--- config.mk ---
export PLATFORM = sky130hd
export DESIGN_NAME = fetch_stage
export DESIGN_NICKNAME = d
export VERILOG_FILES = /design/src/common/fetch_pkg.sv /design/src/design/fetch_stage.sv /design/src/axi_rd/axi_rd_slave.sv /design/src/axi_rd/axi_rd_master.sv /design/src/axi_rd/rd_latency_timer.sv /design/src/design/rd_arbiter.sv /design/src/design/pc_gen.sv
export SDC_FILE = /design/constraint.sdc
export NUM_CORES = 1
export LEC_CHECK = 0
export BUFFER_PORTS_ARGS = -buffer_cell sky130_fd_sc_hd__clkbuf_2
export CAP_MARGIN = 20
export CORE_MARGIN = 2
export CORE_UTILIZATION = 40
export CTS_CLUSTER_DIAMETER = 80
export DETAILED_ROUTE_END_ITERATION = 7
export GPL_TIMING_DRIVEN = 0
export PLACE_DENSITY = 0.8
export SLEW_MARGIN = 20
export SYNTH_ARGS = -nofsm -noshare
export SYNTH_HDL_FRONTEND = slang
export SYNTH_SLANG_ARGS = --single-unit
--- constraint.sdc ---
create_clock -name clk -period 2.51 [get_ports clk]
set_input_delay 0.1255 -clock clk [delete_from_list [all_inputs] [get_ports clk]]
set_output_delay 0.1255 -clock clk [all_outputs]
set_load 0.02 [all_outputs]
--- src/prog.hex ---
// one 64-bit word per entry, 4 words per line, word index 0 to 63
// word i = {i, 11, i, 22, ~i, 33, ~i, 44}
00110022ff33ff44 01110122fe33fe44 02110222fd33fd44 03110322fc33fc44
04110422fb33fb44 05110522fa33fa44 06110622f933f944 07110722f833f844
08110822f733f744 09110922f633f644 0a110a22f533f544 0b110b22f433f444
0c110c22f333f344 0d110d22f233f244 0e110e22f133f144 0f110f22f033f044
10111022ef33ef44 11111122ee33ee44 12111222ed33ed44 13111322ec33ec44
14111422eb33eb44 15111522ea33ea44 16111622e933e944 17111722e833e844
18111822e733e744 19111922e633e644 1a111a22e533e544 1b111b22e433e444
1c111c22e333e344 1d111d22e233e244 1e111e22e133e144 1f111f22e033e044
20112022df33df44 21112122de33de44 22112222dd33dd44 23112322dc33dc44
24112422db33db44 25112522da33da44 26112622d933d944 27112722d833d844
28112822d733d744 29112922d633d644 2a112a22d533d544 2b112b22d433d444
2c112c22d333d344 2d112d22d233d244 2e112e22d133d144 2f112f22d033d044
30113022cf33cf44 31113122ce33ce44 32113222cd33cd44 33113322cc33cc44
34113422cb33cb44 35113522ca33ca44 36113622c933c944 37113722c833c844
38113822c733c744 39113922c633c644 3a113a22c533c544 3b113b22c433c444
3c113c22c333c344 3d113d22c233c244 3e113e22c133c144 3f113f22c033c044

--- src/common/fetch_pkg.sv ---
`default_nettype none

package fetch_pkg;

  // base widths
  localparam int ADDR_W = 64;
  localparam int INST_W = 32;
  localparam int DATA_W = 64;
  localparam int RID_W  = 4;

  // memory model geometry
  localparam int MEM_WORDS  = 64;
  localparam int WORD_IDX_W = $clog2(MEM_WORDS);
  // byte offset bits inside one 64-bit word
  localparam int WORD_LSB   = 3;

  // slave response delay, counted from the AR transfer
  localparam int RD_LATENCY = 3;
  localparam int LAT_CNT_W  = $clog2(RD_LATENCY + 1);

  typedef logic [ADDR_W-1:0]     addr_t;
  typedef logic [INST_W-1:0]     inst_t;
  typedef logic [DATA_W-1:0]     data_t;
  typedef logic [RID_W-1:0]      rid_t;
  typedef logic [WORD_IDX_W-1:0] word_idx_t;
  typedef logic [LAT_CNT_W-1:0]  lat_cnt_t;

  // fetch reads always carry id 0, memory-stage ids are nonzero
  localparam rid_t IF_ID = 4'd0;

  // addi x0,x0,0
  localparam inst_t NOP_INST = 32'h0000_0013;

  localparam addr_t RESET_PC = 64'h0;

  // one read request, address plus tag
  typedef struct packed {
    addr_t addr;
    rid_t  id;
  } rd_req_t;

  // one read response, word plus the tag it was issued with
  typedef struct packed {
    data_t data;
    rid_t  id;
  } rd_rsp_t;

  // read master states
  typedef enum logic [1:0] {
    IDLE = 2'd0,
    AR   = 2'd1,
    R    = 2'd2
  } master_state_e;

endpackage

`default_nettype wire
--- src/design/fetch_stage.sv ---
`default_nettype none

module fetch_stage (
  input  wire                   clk,
  input  wire                   rst_n,
  input  wire                   stall_i,
  input  wire                   redirect_i,
  input  wire fetch_pkg::addr_t redirect_pc_i,
  input  wire                   mem_valid_i,
  input  wire fetch_pkg::rid_t  mem_id_i,
  input  wire fetch_pkg::addr_t mem_addr_i,
  output fetch_pkg::inst_t      inst_o,
  output logic                  inst_valid_o,
  output fetch_pkg::addr_t      pc_o,
  output logic                  mem_done_o,
  output fetch_pkg::data_t      mem_rdata_o
);

  logic               fetch_req;
  fetch_pkg::addr_t   fetch_pc;
  logic               fetch_done;
  logic               fetch_ok;
  logic               issue;
  fetch_pkg::rd_req_t rd_req;
  logic               rd_done;
  fetch_pkg::rd_rsp_t rd_rsp;
  fetch_pkg::data_t   rd_data;

  // AR / R channel between master and slave
  logic               ar_valid;
  logic               ar_ready;
  fetch_pkg::addr_t   ar_addr;
  logic               r_valid;
  logic               r_ready;
  fetch_pkg::data_t   r_data;

  // registered fetch result
  logic               inst_valid_q;
  fetch_pkg::data_t   word_q;
  fetch_pkg::addr_t   pc_q;

  pc_gen u_pc_gen (
    .clk           (clk),
    .rst_n         (rst_n),
    .stall_i       (stall_i),
    .redirect_i    (redirect_i),
    .redirect_pc_i (redirect_pc_i),
    .fetch_done_i  (fetch_done),
    .fetch_req_o   (fetch_req),
    .fetch_pc_o    (fetch_pc),
    .fetch_ok_o    (fetch_ok)
  );

  rd_arbiter u_rd_arbiter (
    .clk          (clk),
    .rst_n        (rst_n),
    .fetch_req_i  (fetch_req),
    .fetch_pc_i   (fetch_pc),
    .mem_valid_i  (mem_valid_i),
    .mem_id_i     (mem_id_i),
    .mem_addr_i   (mem_addr_i),
    .rd_done_i    (rd_done),
    .rd_rsp_i     (rd_rsp),
    .issue_o      (issue),
    .req_o        (rd_req),
    .fetch_done_o (fetch_done),
    .mem_done_o   (mem_done_o),
    .rd_data_o    (rd_data)
  );

  axi_rd_master u_axi_rd_master (
    .clk        (clk),
    .rst_n      (rst_n),
    .issue_i    (issue),
    .req_i      (rd_req),
    .ar_ready_i (ar_ready),
    .r_valid_i  (r_valid),
    .r_data_i   (r_data),
    .ar_valid_o (ar_valid),
    .ar_addr_o  (ar_addr),
    .r_ready_o  (r_ready),
    .rd_done_o  (rd_done),
    .rd_rsp_o   (rd_rsp)
  );

  axi_rd_slave u_axi_rd_slave (
    .clk        (clk),
    .rst_n      (rst_n),
    .ar_valid_i (ar_valid),
    .ar_addr_i  (ar_addr),
    .r_ready_i  (r_ready),
    .ar_ready_o (ar_ready),
    .r_valid_o  (r_valid),
    .r_data_o   (r_data)
  );

  // done delayed one cycle, stale fetches dropped
  always_ff @(posedge clk or negedge rst_n) begin
    if (!rst_n) begin
      inst_valid_q <= 1'b0;
      pc_q         <= fetch_pkg::RESET_PC;
    end else begin
      inst_valid_q <= fetch_done & fetch_ok;
      if (fetch_done && fetch_ok) begin
        pc_q <= fetch_pc;
      end
    end
  end

  always_ff @(posedge clk) begin
    if (fetch_done && fetch_ok) begin
      word_q <= rd_data;
    end
  end

  assign inst_valid_o = inst_valid_q;
  assign pc_o         = pc_q;

  // pc bit 2 picks the half-word, bubble otherwise
  assign inst_o = !inst_valid_q ? fetch_pkg::NOP_INST :
                  pc_q[2]       ? word_q[63:32] : word_q[31:0];

  // memory-stage data passes straight through on its done pulse
  assign mem_rdata_o = rd_data;

endmodule

`default_nettype wire

--- src/axi_rd/axi_rd_slave.sv ---
`default_nettype none

module axi_rd_slave (
  input  wire                   clk,
  input  wire                   rst_n,
  input  wire                   ar_valid_i,
  input  wire fetch_pkg::addr_t ar_addr_i,
  input  wire                   r_ready_i,
  output logic                  ar_ready_o,
  output logic                  r_valid_o,
  output fetch_pkg::data_t      r_data_o
);

  // word array, preloaded from the program image
  fetch_pkg::data_t mem_q [fetch_pkg::MEM_WORDS];

  initial begin
    $readmemh("/design/src/prog.hex", mem_q);
  end

  // a read accepted and not yet returned
  logic                busy_q;
  fetch_pkg::word_idx_t idx_q;
  logic                ar_hs;
  logic                r_hs;
  logic                expired;

  // idle slave always takes an address
  assign ar_ready_o = ~busy_q;
  assign ar_hs      = ar_valid_i & ar_ready_o;
  assign r_hs       = r_valid_o & r_ready_i;

  // latency starts on the AR transfer
  rd_latency_timer u_timer (
    .clk       (clk),
    .rst_n     (rst_n),
    .load_i    (ar_hs),
    .expired_o (expired)
  );

  always_ff @(posedge clk or negedge rst_n) begin
    if (!rst_n) begin
      busy_q <= 1'b0;
    end else if (ar_hs) begin
      busy_q <= 1'b1;
    end else if (r_hs) begin
      busy_q <= 1'b0;
    end
  end

  // upper address bits wrap around the array
  always_ff @(posedge clk) begin
    if (ar_hs) begin
      idx_q <= ar_addr_i[fetch_pkg::WORD_LSB +: fetch_pkg::WORD_IDX_W];
    end
  end

  // timer stays at zero, so valid and data hold under back-pressure
  assign r_valid_o = busy_q & expired;
  assign r_data_o  = mem_q[idx_q];

endmodule

`default_nettype wire

--- src/axi_rd/axi_rd_master.sv ---
`default_nettype none

module axi_rd_master (
  input  wire                    clk,
  input  wire                    rst_n,
  input  wire                    issue_i,
  input  wire fetch_pkg::rd_req_t req_i,
  input  wire                    ar_ready_i,
  input  wire                    r_valid_i,
  input  wire fetch_pkg::data_t  r_data_i,
  output logic                   ar_valid_o,
  output fetch_pkg::addr_t       ar_addr_o,
  output logic                   r_ready_o,
  output logic                   rd_done_o,
  output fetch_pkg::rd_rsp_t     rd_rsp_o
);

  fetch_pkg::master_state_e state_q;
  fetch_pkg::master_state_e state_d;

  // request captured on issue, stable through AR
  fetch_pkg::addr_t addr_q;
  // tag rides along so the response can be routed
  fetch_pkg::rid_t  id_q;

  logic ar_hs;
  logic r_hs;

  assign ar_hs = ar_valid_o & ar_ready_i;
  assign r_hs  = r_ready_o & r_valid_i;

  always_comb begin
    state_d = state_q;
    case (state_q)
      fetch_pkg::IDLE: begin
        if (issue_i) begin
          state_d = fetch_pkg::AR;
        end
      end
      fetch_pkg::AR: begin
        // wait for address accept
        if (ar_hs) begin
          state_d = fetch_pkg::R;
        end
      end
      fetch_pkg::R: begin
        // single beat, done on first data
        if (r_hs) begin
          state_d = fetch_pkg::IDLE;
        end
      end
      default: begin
        state_d = fetch_pkg::IDLE;
      end
    endcase
  end

  always_ff @(posedge clk or negedge rst_n) begin
    if (!rst_n) begin
      state_q <= fetch_pkg::IDLE;
    end else begin
      state_q <= state_d;
    end
  end

  always_ff @(posedge clk) begin
    if (state_q == fetch_pkg::IDLE && issue_i) begin
      addr_q <= req_i.addr;
      id_q   <= req_i.id;
    end
  end

  assign ar_valid_o = (state_q == fetch_pkg::AR);
  assign ar_addr_o  = addr_q;
  assign r_ready_o  = (state_q == fetch_pkg::R);

  // pulse in the R transfer cycle
  assign rd_done_o     = r_hs;
  assign rd_rsp_o.data = r_data_i;
  assign rd_rsp_o.id   = id_q;

endmodule

`default_nettype wire

--- src/axi_rd/rd_latency_timer.sv ---
`default_nettype none

module rd_latency_timer (
  input  wire  clk,
  input  wire  rst_n,
  input  wire  load_i,
  output logic expired_o
);

  fetch_pkg::lat_cnt_t cnt_q;

  // counts down to zero and parks there
  always_ff @(posedge clk or negedge rst_n) begin
    if (!rst_n) begin
      cnt_q <= '0;
    end else if (load_i) begin
      cnt_q <= fetch_pkg::lat_cnt_t'(fetch_pkg::RD_LATENCY);
    end else if (cnt_q != '0) begin
      cnt_q <= cnt_q - fetch_pkg::lat_cnt_t'(1);
    end
  end

  // a load in flight hides a stale zero
  assign expired_o = (cnt_q == '0) & ~load_i;

endmodule

`default_nettype wire

--- src/design/rd_arbiter.sv ---
`default_nettype none

module rd_arbiter (
  input  wire                    clk,
  input  wire                    rst_n,
  input  wire                    fetch_req_i,
  input  wire fetch_pkg::addr_t  fetch_pc_i,
  input  wire                    mem_valid_i,
  input  wire fetch_pkg::rid_t   mem_id_i,
  input  wire fetch_pkg::addr_t  mem_addr_i,
  input  wire                    rd_done_i,
  input  wire fetch_pkg::rd_rsp_t rd_rsp_i,
  output logic                   issue_o,
  output fetch_pkg::rd_req_t     req_o,
  output logic                   fetch_done_o,
  output logic                   mem_done_o,
  output fetch_pkg::data_t       rd_data_o
);

  // one read in flight at most
  logic               busy_q;
  logic               issue_q;
  fetch_pkg::rd_req_t req_q;
  logic               grant;

  // anything pending and the bus free
  assign grant = ~busy_q & (mem_valid_i | fetch_req_i);

  always_ff @(posedge clk or negedge rst_n) begin
    if (!rst_n) begin
      busy_q  <= 1'b0;
      issue_q <= 1'b0;
    end else begin
      issue_q <= grant;
      if (grant) begin
        busy_q <= 1'b1;
      end else if (rd_done_i) begin
        busy_q <= 1'b0;
      end
    end
  end

  // winner held until the response is back
  // memory stage has priority over fetch
  always_ff @(posedge clk) begin
    if (grant) begin
      if (mem_valid_i) begin
        req_q.addr <= mem_addr_i;
        req_q.id   <= mem_id_i;
      end else begin
        req_q.addr <= fetch_pc_i;
        req_q.id   <= fetch_pkg::IF_ID;
      end
    end
  end

  assign issue_o = issue_q;
  assign req_o   = req_q;

  // route response back by its tag
  assign fetch_done_o = rd_done_i & (rd_rsp_i.id == fetch_pkg::IF_ID);
  assign mem_done_o   = rd_done_i & (rd_rsp_i.id != fetch_pkg::IF_ID);
  assign rd_data_o    = rd_rsp_i.data;

endmodule

`default_nettype wire

--- src/design/pc_gen.sv ---
`default_nettype none

module pc_gen (
  input  wire                  clk,
  input  wire                  rst_n,
  input  wire                  stall_i,
  input  wire                  redirect_i,
  input  wire fetch_pkg::addr_t redirect_pc_i,
  input  wire                  fetch_done_i,
  output logic                 fetch_req_o,
  output fetch_pkg::addr_t     fetch_pc_o,
  output logic                 fetch_ok_o
);

  fetch_pkg::addr_t pc_q;
  // fetch raised and not yet returned
  logic outstanding_q;
  // a redirect landed while the fetch was in flight
  logic stale_q;

  // once raised, the request stays up until its data is back
  // no new request on stall or in the redirect cycle itself
  assign fetch_req_o = outstanding_q | (~stall_i & ~redirect_i);
  assign fetch_pc_o  = pc_q;

  // a redirect in the done cycle also kills that fetch
  assign fetch_ok_o = fetch_done_i & ~stale_q & ~redirect_i;

  always_ff @(posedge clk or negedge rst_n) begin
    if (!rst_n) begin
      pc_q          <= fetch_pkg::RESET_PC;
      outstanding_q <= 1'b0;
      stale_q       <= 1'b0;
    end else begin
      // redirect target wins over sequential advance
      if (redirect_i) begin
        pc_q <= redirect_pc_i;
      end else if (fetch_done_i && !stale_q) begin
        pc_q <= pc_q + 64'd4;
      end
      // stale completion leaves pc on the redirect target

      if (fetch_done_i) begin
        outstanding_q <= 1'b0;
      end else if (fetch_req_o) begin
        outstanding_q <= 1'b1;
      end

      if (fetch_done_i) begin
        stale_q <= 1'b0;
      end else if (redirect_i && outstanding_q) begin
        stale_q <= 1'b1;
      end
    end
  end

endmodule

`default_nettype wire

# Yosys cells after proc, flatten, opt, wreduce, memory -nomap -nowiden
# Index checks and enable logic that the tools add are counted.
# op_classes
bitwise_logic	19
n_mux	17
n_addsub	2
n_eq_ne	5
n_reduce_logical	17
# ops
op	count
$mux 64	2
$add 64x3->64 const B	1
$mux 32	2
$reduce_bool 2->1	7
$and 1x1->1	11
$mux 2	5
$mux 1	7
$ne 2x2->1 const B	3
$not 1->1	6
$pmux 2 s3	1
$logic_and 1x1->1	4
$logic_not 2->1	2
$logic_not 4->1	1
$reduce_bool 4->1	1
$reduce_and 3->1	1
$eq 2x1->1 const B	1
$eq 2x2->1 const B	1
$or 1x1->1	2
$sub 2x1->2 const B	1
$logic_not 1->1	1
# totals
in_bits	137
word_cells	73
regBits	210

# Longest topological paths before layout
# logic_depth
word_depth	10
ltp_mapped	8
depth_no_buf	7

# By module
# Synthesis repeated with hierarchy kept, for this count alone.
# unflattened
hier_cells	1162
hier_area_um2	15919.0
# by_module_without_submodules
mod	cells_each	instances	seq_area_each_um2	area_per_inst_um2
fetch_stage	273	1	3548.4	5087.4
pc_gen	447	1	1651.6	3804.9
rd_arbiter	217	1	2092.0	3737.3
axi_rd_master	143	1	2092.0	2633.8
axi_rd_slave	71	1	25.0	543.0
rd_latency_timer	11	1	50.0	112.6

# Least setup slack after synthesis
# Ideal clock, no wire load.
# synth_path
path_type	flip-flop to flip-flop
startpoint	register u_axi_rd_slave.u_timer.cnt_q[0]
endpoint	register u_pc_gen.pc_q[60] (netlist: u_pc_gen.fetch_pc_o[60])
setup_ps	124
stages_incl_launch_ff	9
setup_slack_ps	32
n_path_buf	1
synth_period_minus_slack_ps	2478
t_arrival_ps	2354
required_ps	2386
cell_sequence	dfrtp_1 inv_1 ha_1 nand4b_1 clkbuf_1 nor4_2 nand3_1 o31a_1 o31a_1
# synth_via
elab_chain_len	7
# synth_lines
item	line_no	source
start: declaration	rd_latency_timer.sv:10	fetch_pkg::lat_cnt_t cnt_q;
start signal: assignment	rd_latency_timer.sv:17	cnt_q <= fetch_pkg::lat_cnt_t'(fetch_pkg::RD_LATENCY);
start signal: assignment	rd_latency_timer.sv:19	cnt_q <= cnt_q - fetch_pkg::lat_cnt_t'(1);
$logic_not 2->1	rd_latency_timer.sv:24	assign expired_o = (cnt_q == '0) & ~load_i;
$and 1x1->1	rd_latency_timer.sv:24	
$and 1x1->1	axi_rd_slave.sv:59	assign r_valid_o = busy_q & expired;
$and 1x1->1	axi_rd_master.sv:30	assign r_hs = r_ready_o & r_valid_i;
$and 1x1->1	rd_arbiter.sv:61	assign fetch_done_o = rd_done_i & (rd_rsp_i.id == fetch_pkg::IF_ID);
$logic_and 1x1->1	pc_gen.sv:38	end else if (fetch_done_i && !stale_q) begin
$reduce_bool 2->1 (no source line)	n/a	
end signal: assignment	pc_gen.sv:31	pc_q <= fetch_pkg::RESET_PC;
end signal: assignment	pc_gen.sv:37	pc_q <= redirect_pc_i;
end signal: assignment	pc_gen.sv:39	pc_q <= pc_q + 64'd4;
end: declaration	pc_gen.sv:15	fetch_pkg::addr_t pc_q;
# No other way between the ends.
# A chain may end at the register's enable or synchronous reset.

# Worst setup path in the final report
# layout_path
startpoint	register u_axi_rd_master.id_q[1]
endpoint	register pc_q[49] (netlist: pc_o[49])
# layout_via
elab_chain_len	5
# layout_lines
item	line_no	source
start: declaration	axi_rd_master.sv:24	fetch_pkg::rid_t id_q;
start signal: assignment	axi_rd_master.sv:69	id_q <= req_i.id;
$logic_not 4->1 *	rd_arbiter.sv:61	
$and 1x1->1 *	rd_arbiter.sv:61	
$and 1x1->1 (2 in a row)	pc_gen.sv:27	assign fetch_ok_o = fetch_done_i & ~stale_q & ~redirect_i;
$logic_and 1x1->1 *	fetch_stage.sv:104	if (fetch_done && fetch_ok) begin
end signal: assignment	fetch_stage.sv:101	pc_q <= fetch_pkg::RESET_PC;
end signal: assignment	fetch_stage.sv:105	pc_q <= fetch_pc;
end: declaration	fetch_stage.sv:40	fetch_pkg::addr_t pc_q;
# Mark *: on every way between the ends. The rest lies on a longest branch, timed or not.

==> results.txt <==
The largest total area in the synthesized netlist belongs to sky130_fd_sc_hd__dfrtp_1. The half-perimeter wire length after detailed placement is 15,200 um. The required time of the critical path is 2.82 ns.

After detailed routing, the number of remaining DRC violations is 0. The worst clock skew on the final layout is 0.0101 ns. TritonCTS built the clock tree. The critical path is of the reg2reg type. The number of synthesized flops with an enable pin is 8. The number of warnings reported in the yosys synthesis log is 0. The worst hold path passes through 3 cells. After detailed placement, the total cell area comes to 0.00904 mm^2. The number of antenna violations at the first check in global routing came out at 0. During placement, the flow inserted port buffers numbering 138. The hold violation count in the final report was 0. Of the cells placed in the final design, the portion with a size suffix greater than 1 is 0.361. Yosys mapped the design onto 48 distinct sky130hd cell types.

The number of top-level pins came out at 299. The number of setup violations in the final report came out at 0. The via-per-instance ratio is 5.11.

The antenna diode instance count is 0. The post-route cell area is 0.0106 mm^2. The worst IR drop on VDD is 0.449 mV.

The number of nets in the final layout came out at 1,208. The post-synth design cell area is 0.00767 mm^2. The average footprint of a synthesized cell came out at 10.5 um^2. The post-route worst setup slack is 0.0655 ns. Measured against its own limit, the worst slew margin works out to 0.486. The total grt overflow came out at 0.

The library cells used most frequently in the layout, excluding fill and tap cells, are 141 x sky130_fd_sc_hd__clkbuf_2, 138 x sky130_fd_sc_hd__dfrtp_1, 119 x sky130_fd_sc_hd__buf_4. The setup slack at placement came out at -0.632 ns. STA classifies the critical path endpoint as a flip-flop.

The die covers 0.0203 mm^2. The number of design-rule violations left by the first detailed-router iteration came out at 529. The total clock sinks is 146. The die height is 142 um. The sequential area share after synthesis is 0.482. The count of mapped cells out of synthesis is 729. Clock tree synthesis inserted a total of 17 buffers. The run finished with clean final reports. The min-delay analysis places its worst path in the category in2reg.

The initial cell density of the core is 0.409. The final period utilization came out at 0.974. The cell depth of the worst flop-to-flop path is 6. For the pin with the worst max-slew slack, the measured transition is 0.771 ns. No sink is reached through more buffers than the 2 on the longest clock path. After clock tree synthesis, the clock-pin slew on the worst setup and hold paths is 0.06 ns. The count of vias placed by the detailed router came out at 6,729. The placeable core area came out at 0.0188 mm^2.

STA classifies the critical path startpoint as a flip-flop. For this block, the routed nets add up to 21,800 um of wire. The share of synthesized area in the top cell type comes to 0.450. Along the worst path, the maximum fanout reaches 10. Static timing analysis puts the maximum clock frequency at 0.409 GHz. The per-cell routed wire length came out at 16.5 um. The number of detailed-routing iterations run before antenna repair is 7. The remaining antenna violation count after routing is 0. In this run the static leakage power is 5.11 nW. In the global route stage, overall resource usage came out at 0.213.

The register bit count reported by yosys is 146. Sorting the synthesized cells by area gives the leading types as sky130_fd_sc_hd__dfrtp_1 45%, sky130_fd_sc_hd__mux2_2 10%, sky130_fd_sc_hd__buf_4 9.4%. The total count of max-transition violations in the final report is 0. Setup repair after global routing could not meet its margin everywhere. Entering global routing, the biggest net connects 94 pins.

The congestion estimate from routability-driven global placement came to 0.864. The via count of the first global-routing pass came out at 6,453. Leaving out fill and tap cells, the most frequent cell in the layout is sky130_fd_sc_hd__clkbuf_2. In this run the horizontal extent of the chip is 142 um. In this run the power density over the cells is 581 mW/mm^2. The initialized floorplan defines 50 standard-cell rows. The area added between synthesis and finish came out at 38.4%.

The number of H-tree branching levels came out at 4. The first-pass GRT wire length is 33,500 um. The data arrival time of the critical path is 2.75 ns.

The share of async-settable or async-resettable flops after synthesis came out at 0.945. The clock latency of the later-clocked register in the worst-skew pair came out at 0.43 ns. The final critical delay including setup and external delays is 2.44 ns.

The most used flip-flop cell after synthesis is sky130_fd_sc_hd__dfrtp_1. Across the run, the number of max-cap violations was 0. Clock tree synthesis selected as its root buffer the cell sky130_fd_sc_hd__clkbuf_16.
state kept, by name (all words and copies together) (netlist names), 2 cells and up:
name	flops
pc_o	64
u_pc_gen.fetch_pc_o	64
u_axi_rd_master.id_q	4
u_rd_arbiter.req_o	4
u_axi_rd_master.state_q	2
u_axi_rd_slave.u_timer.cnt_q	2
cell usage after synthesis, types with 2 or more instances:
library cell and count:
sky130_fd_sc_hd__a22oi_1 3, sky130_fd_sc_hd__or4_4 2, sky130_fd_sc_hd__clkbuf_1 18, sky130_fd_sc_hd__and4_1 5, sky130_fd_sc_hd__nand3_1 27, sky130_fd_sc_hd__or4_1 10
sky130_fd_sc_hd__nand4_1 39, sky130_fd_sc_hd__nor3_2 2, sky130_fd_sc_hd__o21ai_1 6, sky130_fd_sc_hd__mux2i_1 4, sky130_fd_sc_hd__nor4_4 4, sky130_fd_sc_hd__o31ai_1 6
sky130_fd_sc_hd__and2_1 9, sky130_fd_sc_hd__a31oi_1 18, sky130_fd_sc_hd__conb_1 2, sky130_fd_sc_hd__nor2b_1 7, sky130_fd_sc_hd__edfxtp_1 8, sky130_fd_sc_hd__nand4b_1 2
sky130_fd_sc_hd__o31a_1 3, sky130_fd_sc_hd__or2_2 2, sky130_fd_sc_hd__a21oi_1 2, sky130_fd_sc_hd__buf_6 2, sky130_fd_sc_hd__ha_1 2, sky130_fd_sc_hd__o21a_1 2
sky130_fd_sc_hd__and3_1 5, sky130_fd_sc_hd__buf_1 2, sky130_fd_sc_hd__dfrtp_1 138, sky130_fd_sc_hd__nand2_1 59, sky130_fd_sc_hd__or3_1 11, sky130_fd_sc_hd__nand2b_1 5
sky130_fd_sc_hd__buf_4 96, sky130_fd_sc_hd__mux2_2 69, sky130_fd_sc_hd__nor4_1 11, sky130_fd_sc_hd__o21ai_0 40, sky130_fd_sc_hd__a221o_1 3, sky130_fd_sc_hd__nor3_1 15
sky130_fd_sc_hd__buf_2 7, sky130_fd_sc_hd__xor2_1 24, sky130_fd_sc_hd__xnor2_1 12, sky130_fd_sc_hd__inv_1 8, sky130_fd_sc_hd__nor2_1 32
critical path, cell delays in order, from the launching register on:
cell and delay (ns):
sky130_fd_sc_hd__edfxtp_1 0.36, sky130_fd_sc_hd__or4_4 0.59, sky130_fd_sc_hd__buf_6 0.17, sky130_fd_sc_hd__nor4_1 0.31, sky130_fd_sc_hd__buf_4 0.28, sky130_fd_sc_hd__clkbuf_4 0.26
sky130_fd_sc_hd__mux2_2 0.35
kinds of logic after synthesis:
family          share of synthesized area
compound gates                     0.0682
xor+xnor                           0.0411
fa+ha+maj                         0.00326
buf+inv                             0.115
flops                               0.482
mux                                 0.107
other cells                      0.000979
simple gates                        0.183
metrics by stage:
stage	power (mW)	cells	hold slack, ns	utilization	setup TNS [ns]
after global placement	3.37	1195	0.335	0.480	-153.45
after floorplan	3.16	823	-0.170	-	0
after detailed placement	3.40	1196	0.0917	0.482	-29.71
after global routing	6.38	1316	0.0294	0.566	-0.0139
after CTS	6.15	1306	0.00287	0.559	0
final	6.17	1316	0.0130	0.566	0
worst paths after layout:
path / from / endpoint / slack [ns]
worst max-delay path: u_axi_rd_master.id_q[1]$_DFFE_PP_ / pc_o[49]$_DFFE_PN0P_ / 0.07
worst min-delay path: redirect_pc_i[37] / u_pc_gen.fetch_pc_o[37]$_DFFE_PN0P_ / 0.01
worst max register to register: u_axi_rd_master.id_q[1]$_DFFE_PP_ / pc_o[49]$_DFFE_PN0P_ / 0.07
worst min register to register: u_rd_arbiter.req_o[2]$_SDFFCE_PN0P_ / u_axi_rd_master.id_q[2]$_DFFE_PP_ / 0.42
max in group asynchronous: rst_n / pc_o[10]$_DFFE_PN0P_ / 1.51
min in group asynchronous: rst_n / pc_o[59]$_DFFE_PN0P_ / 0.20
cell type report:
| type | count | area [um^2] |
|---|---|---|
| sequential | 146 | 3690 |
| inverter | 8 | 30.0 |
| multi-input combinational | 544 | 3550 |
| fill | 1558 | 8150 |
| clock inverter | 10 | 156 |
| clock buffer | 22 | 464 |
| tap | 234 | 293 |
| buffer | 125 | 873 |
| timing repair buffer | 227 | 1560 |
layer usage:
| metal | global-route usage | share of wire |
|---|---|---|
| met5 | 0 | 0 |
| met4 | 0.111 | 0.044 |
| met3 | 0.0515 | 0.084 |
| met2 | 0.334 | 0.46 |
| met1 | 0.274 | 0.41 |
report_power, final:
| group | leakage (nW) | switching (mW) | internal [mW] |
|---|---|---|---|
| Combinational | 2.98 | 0.457 | 0.390 |
| Sequential | 1.83 | 0.157 | 2.49 |
| Clock | 0.304 | 0.968 | 1.71 |
what timing repair did:
item,CTS,global route
hold buffers,66,0
setup buffers,12,10
pin swaps,7,6
resized for setup,18,11
endpoints found under the setup margin,96,71
hold endpoints to repair,110,0
(Power assumes the default switching activity.)
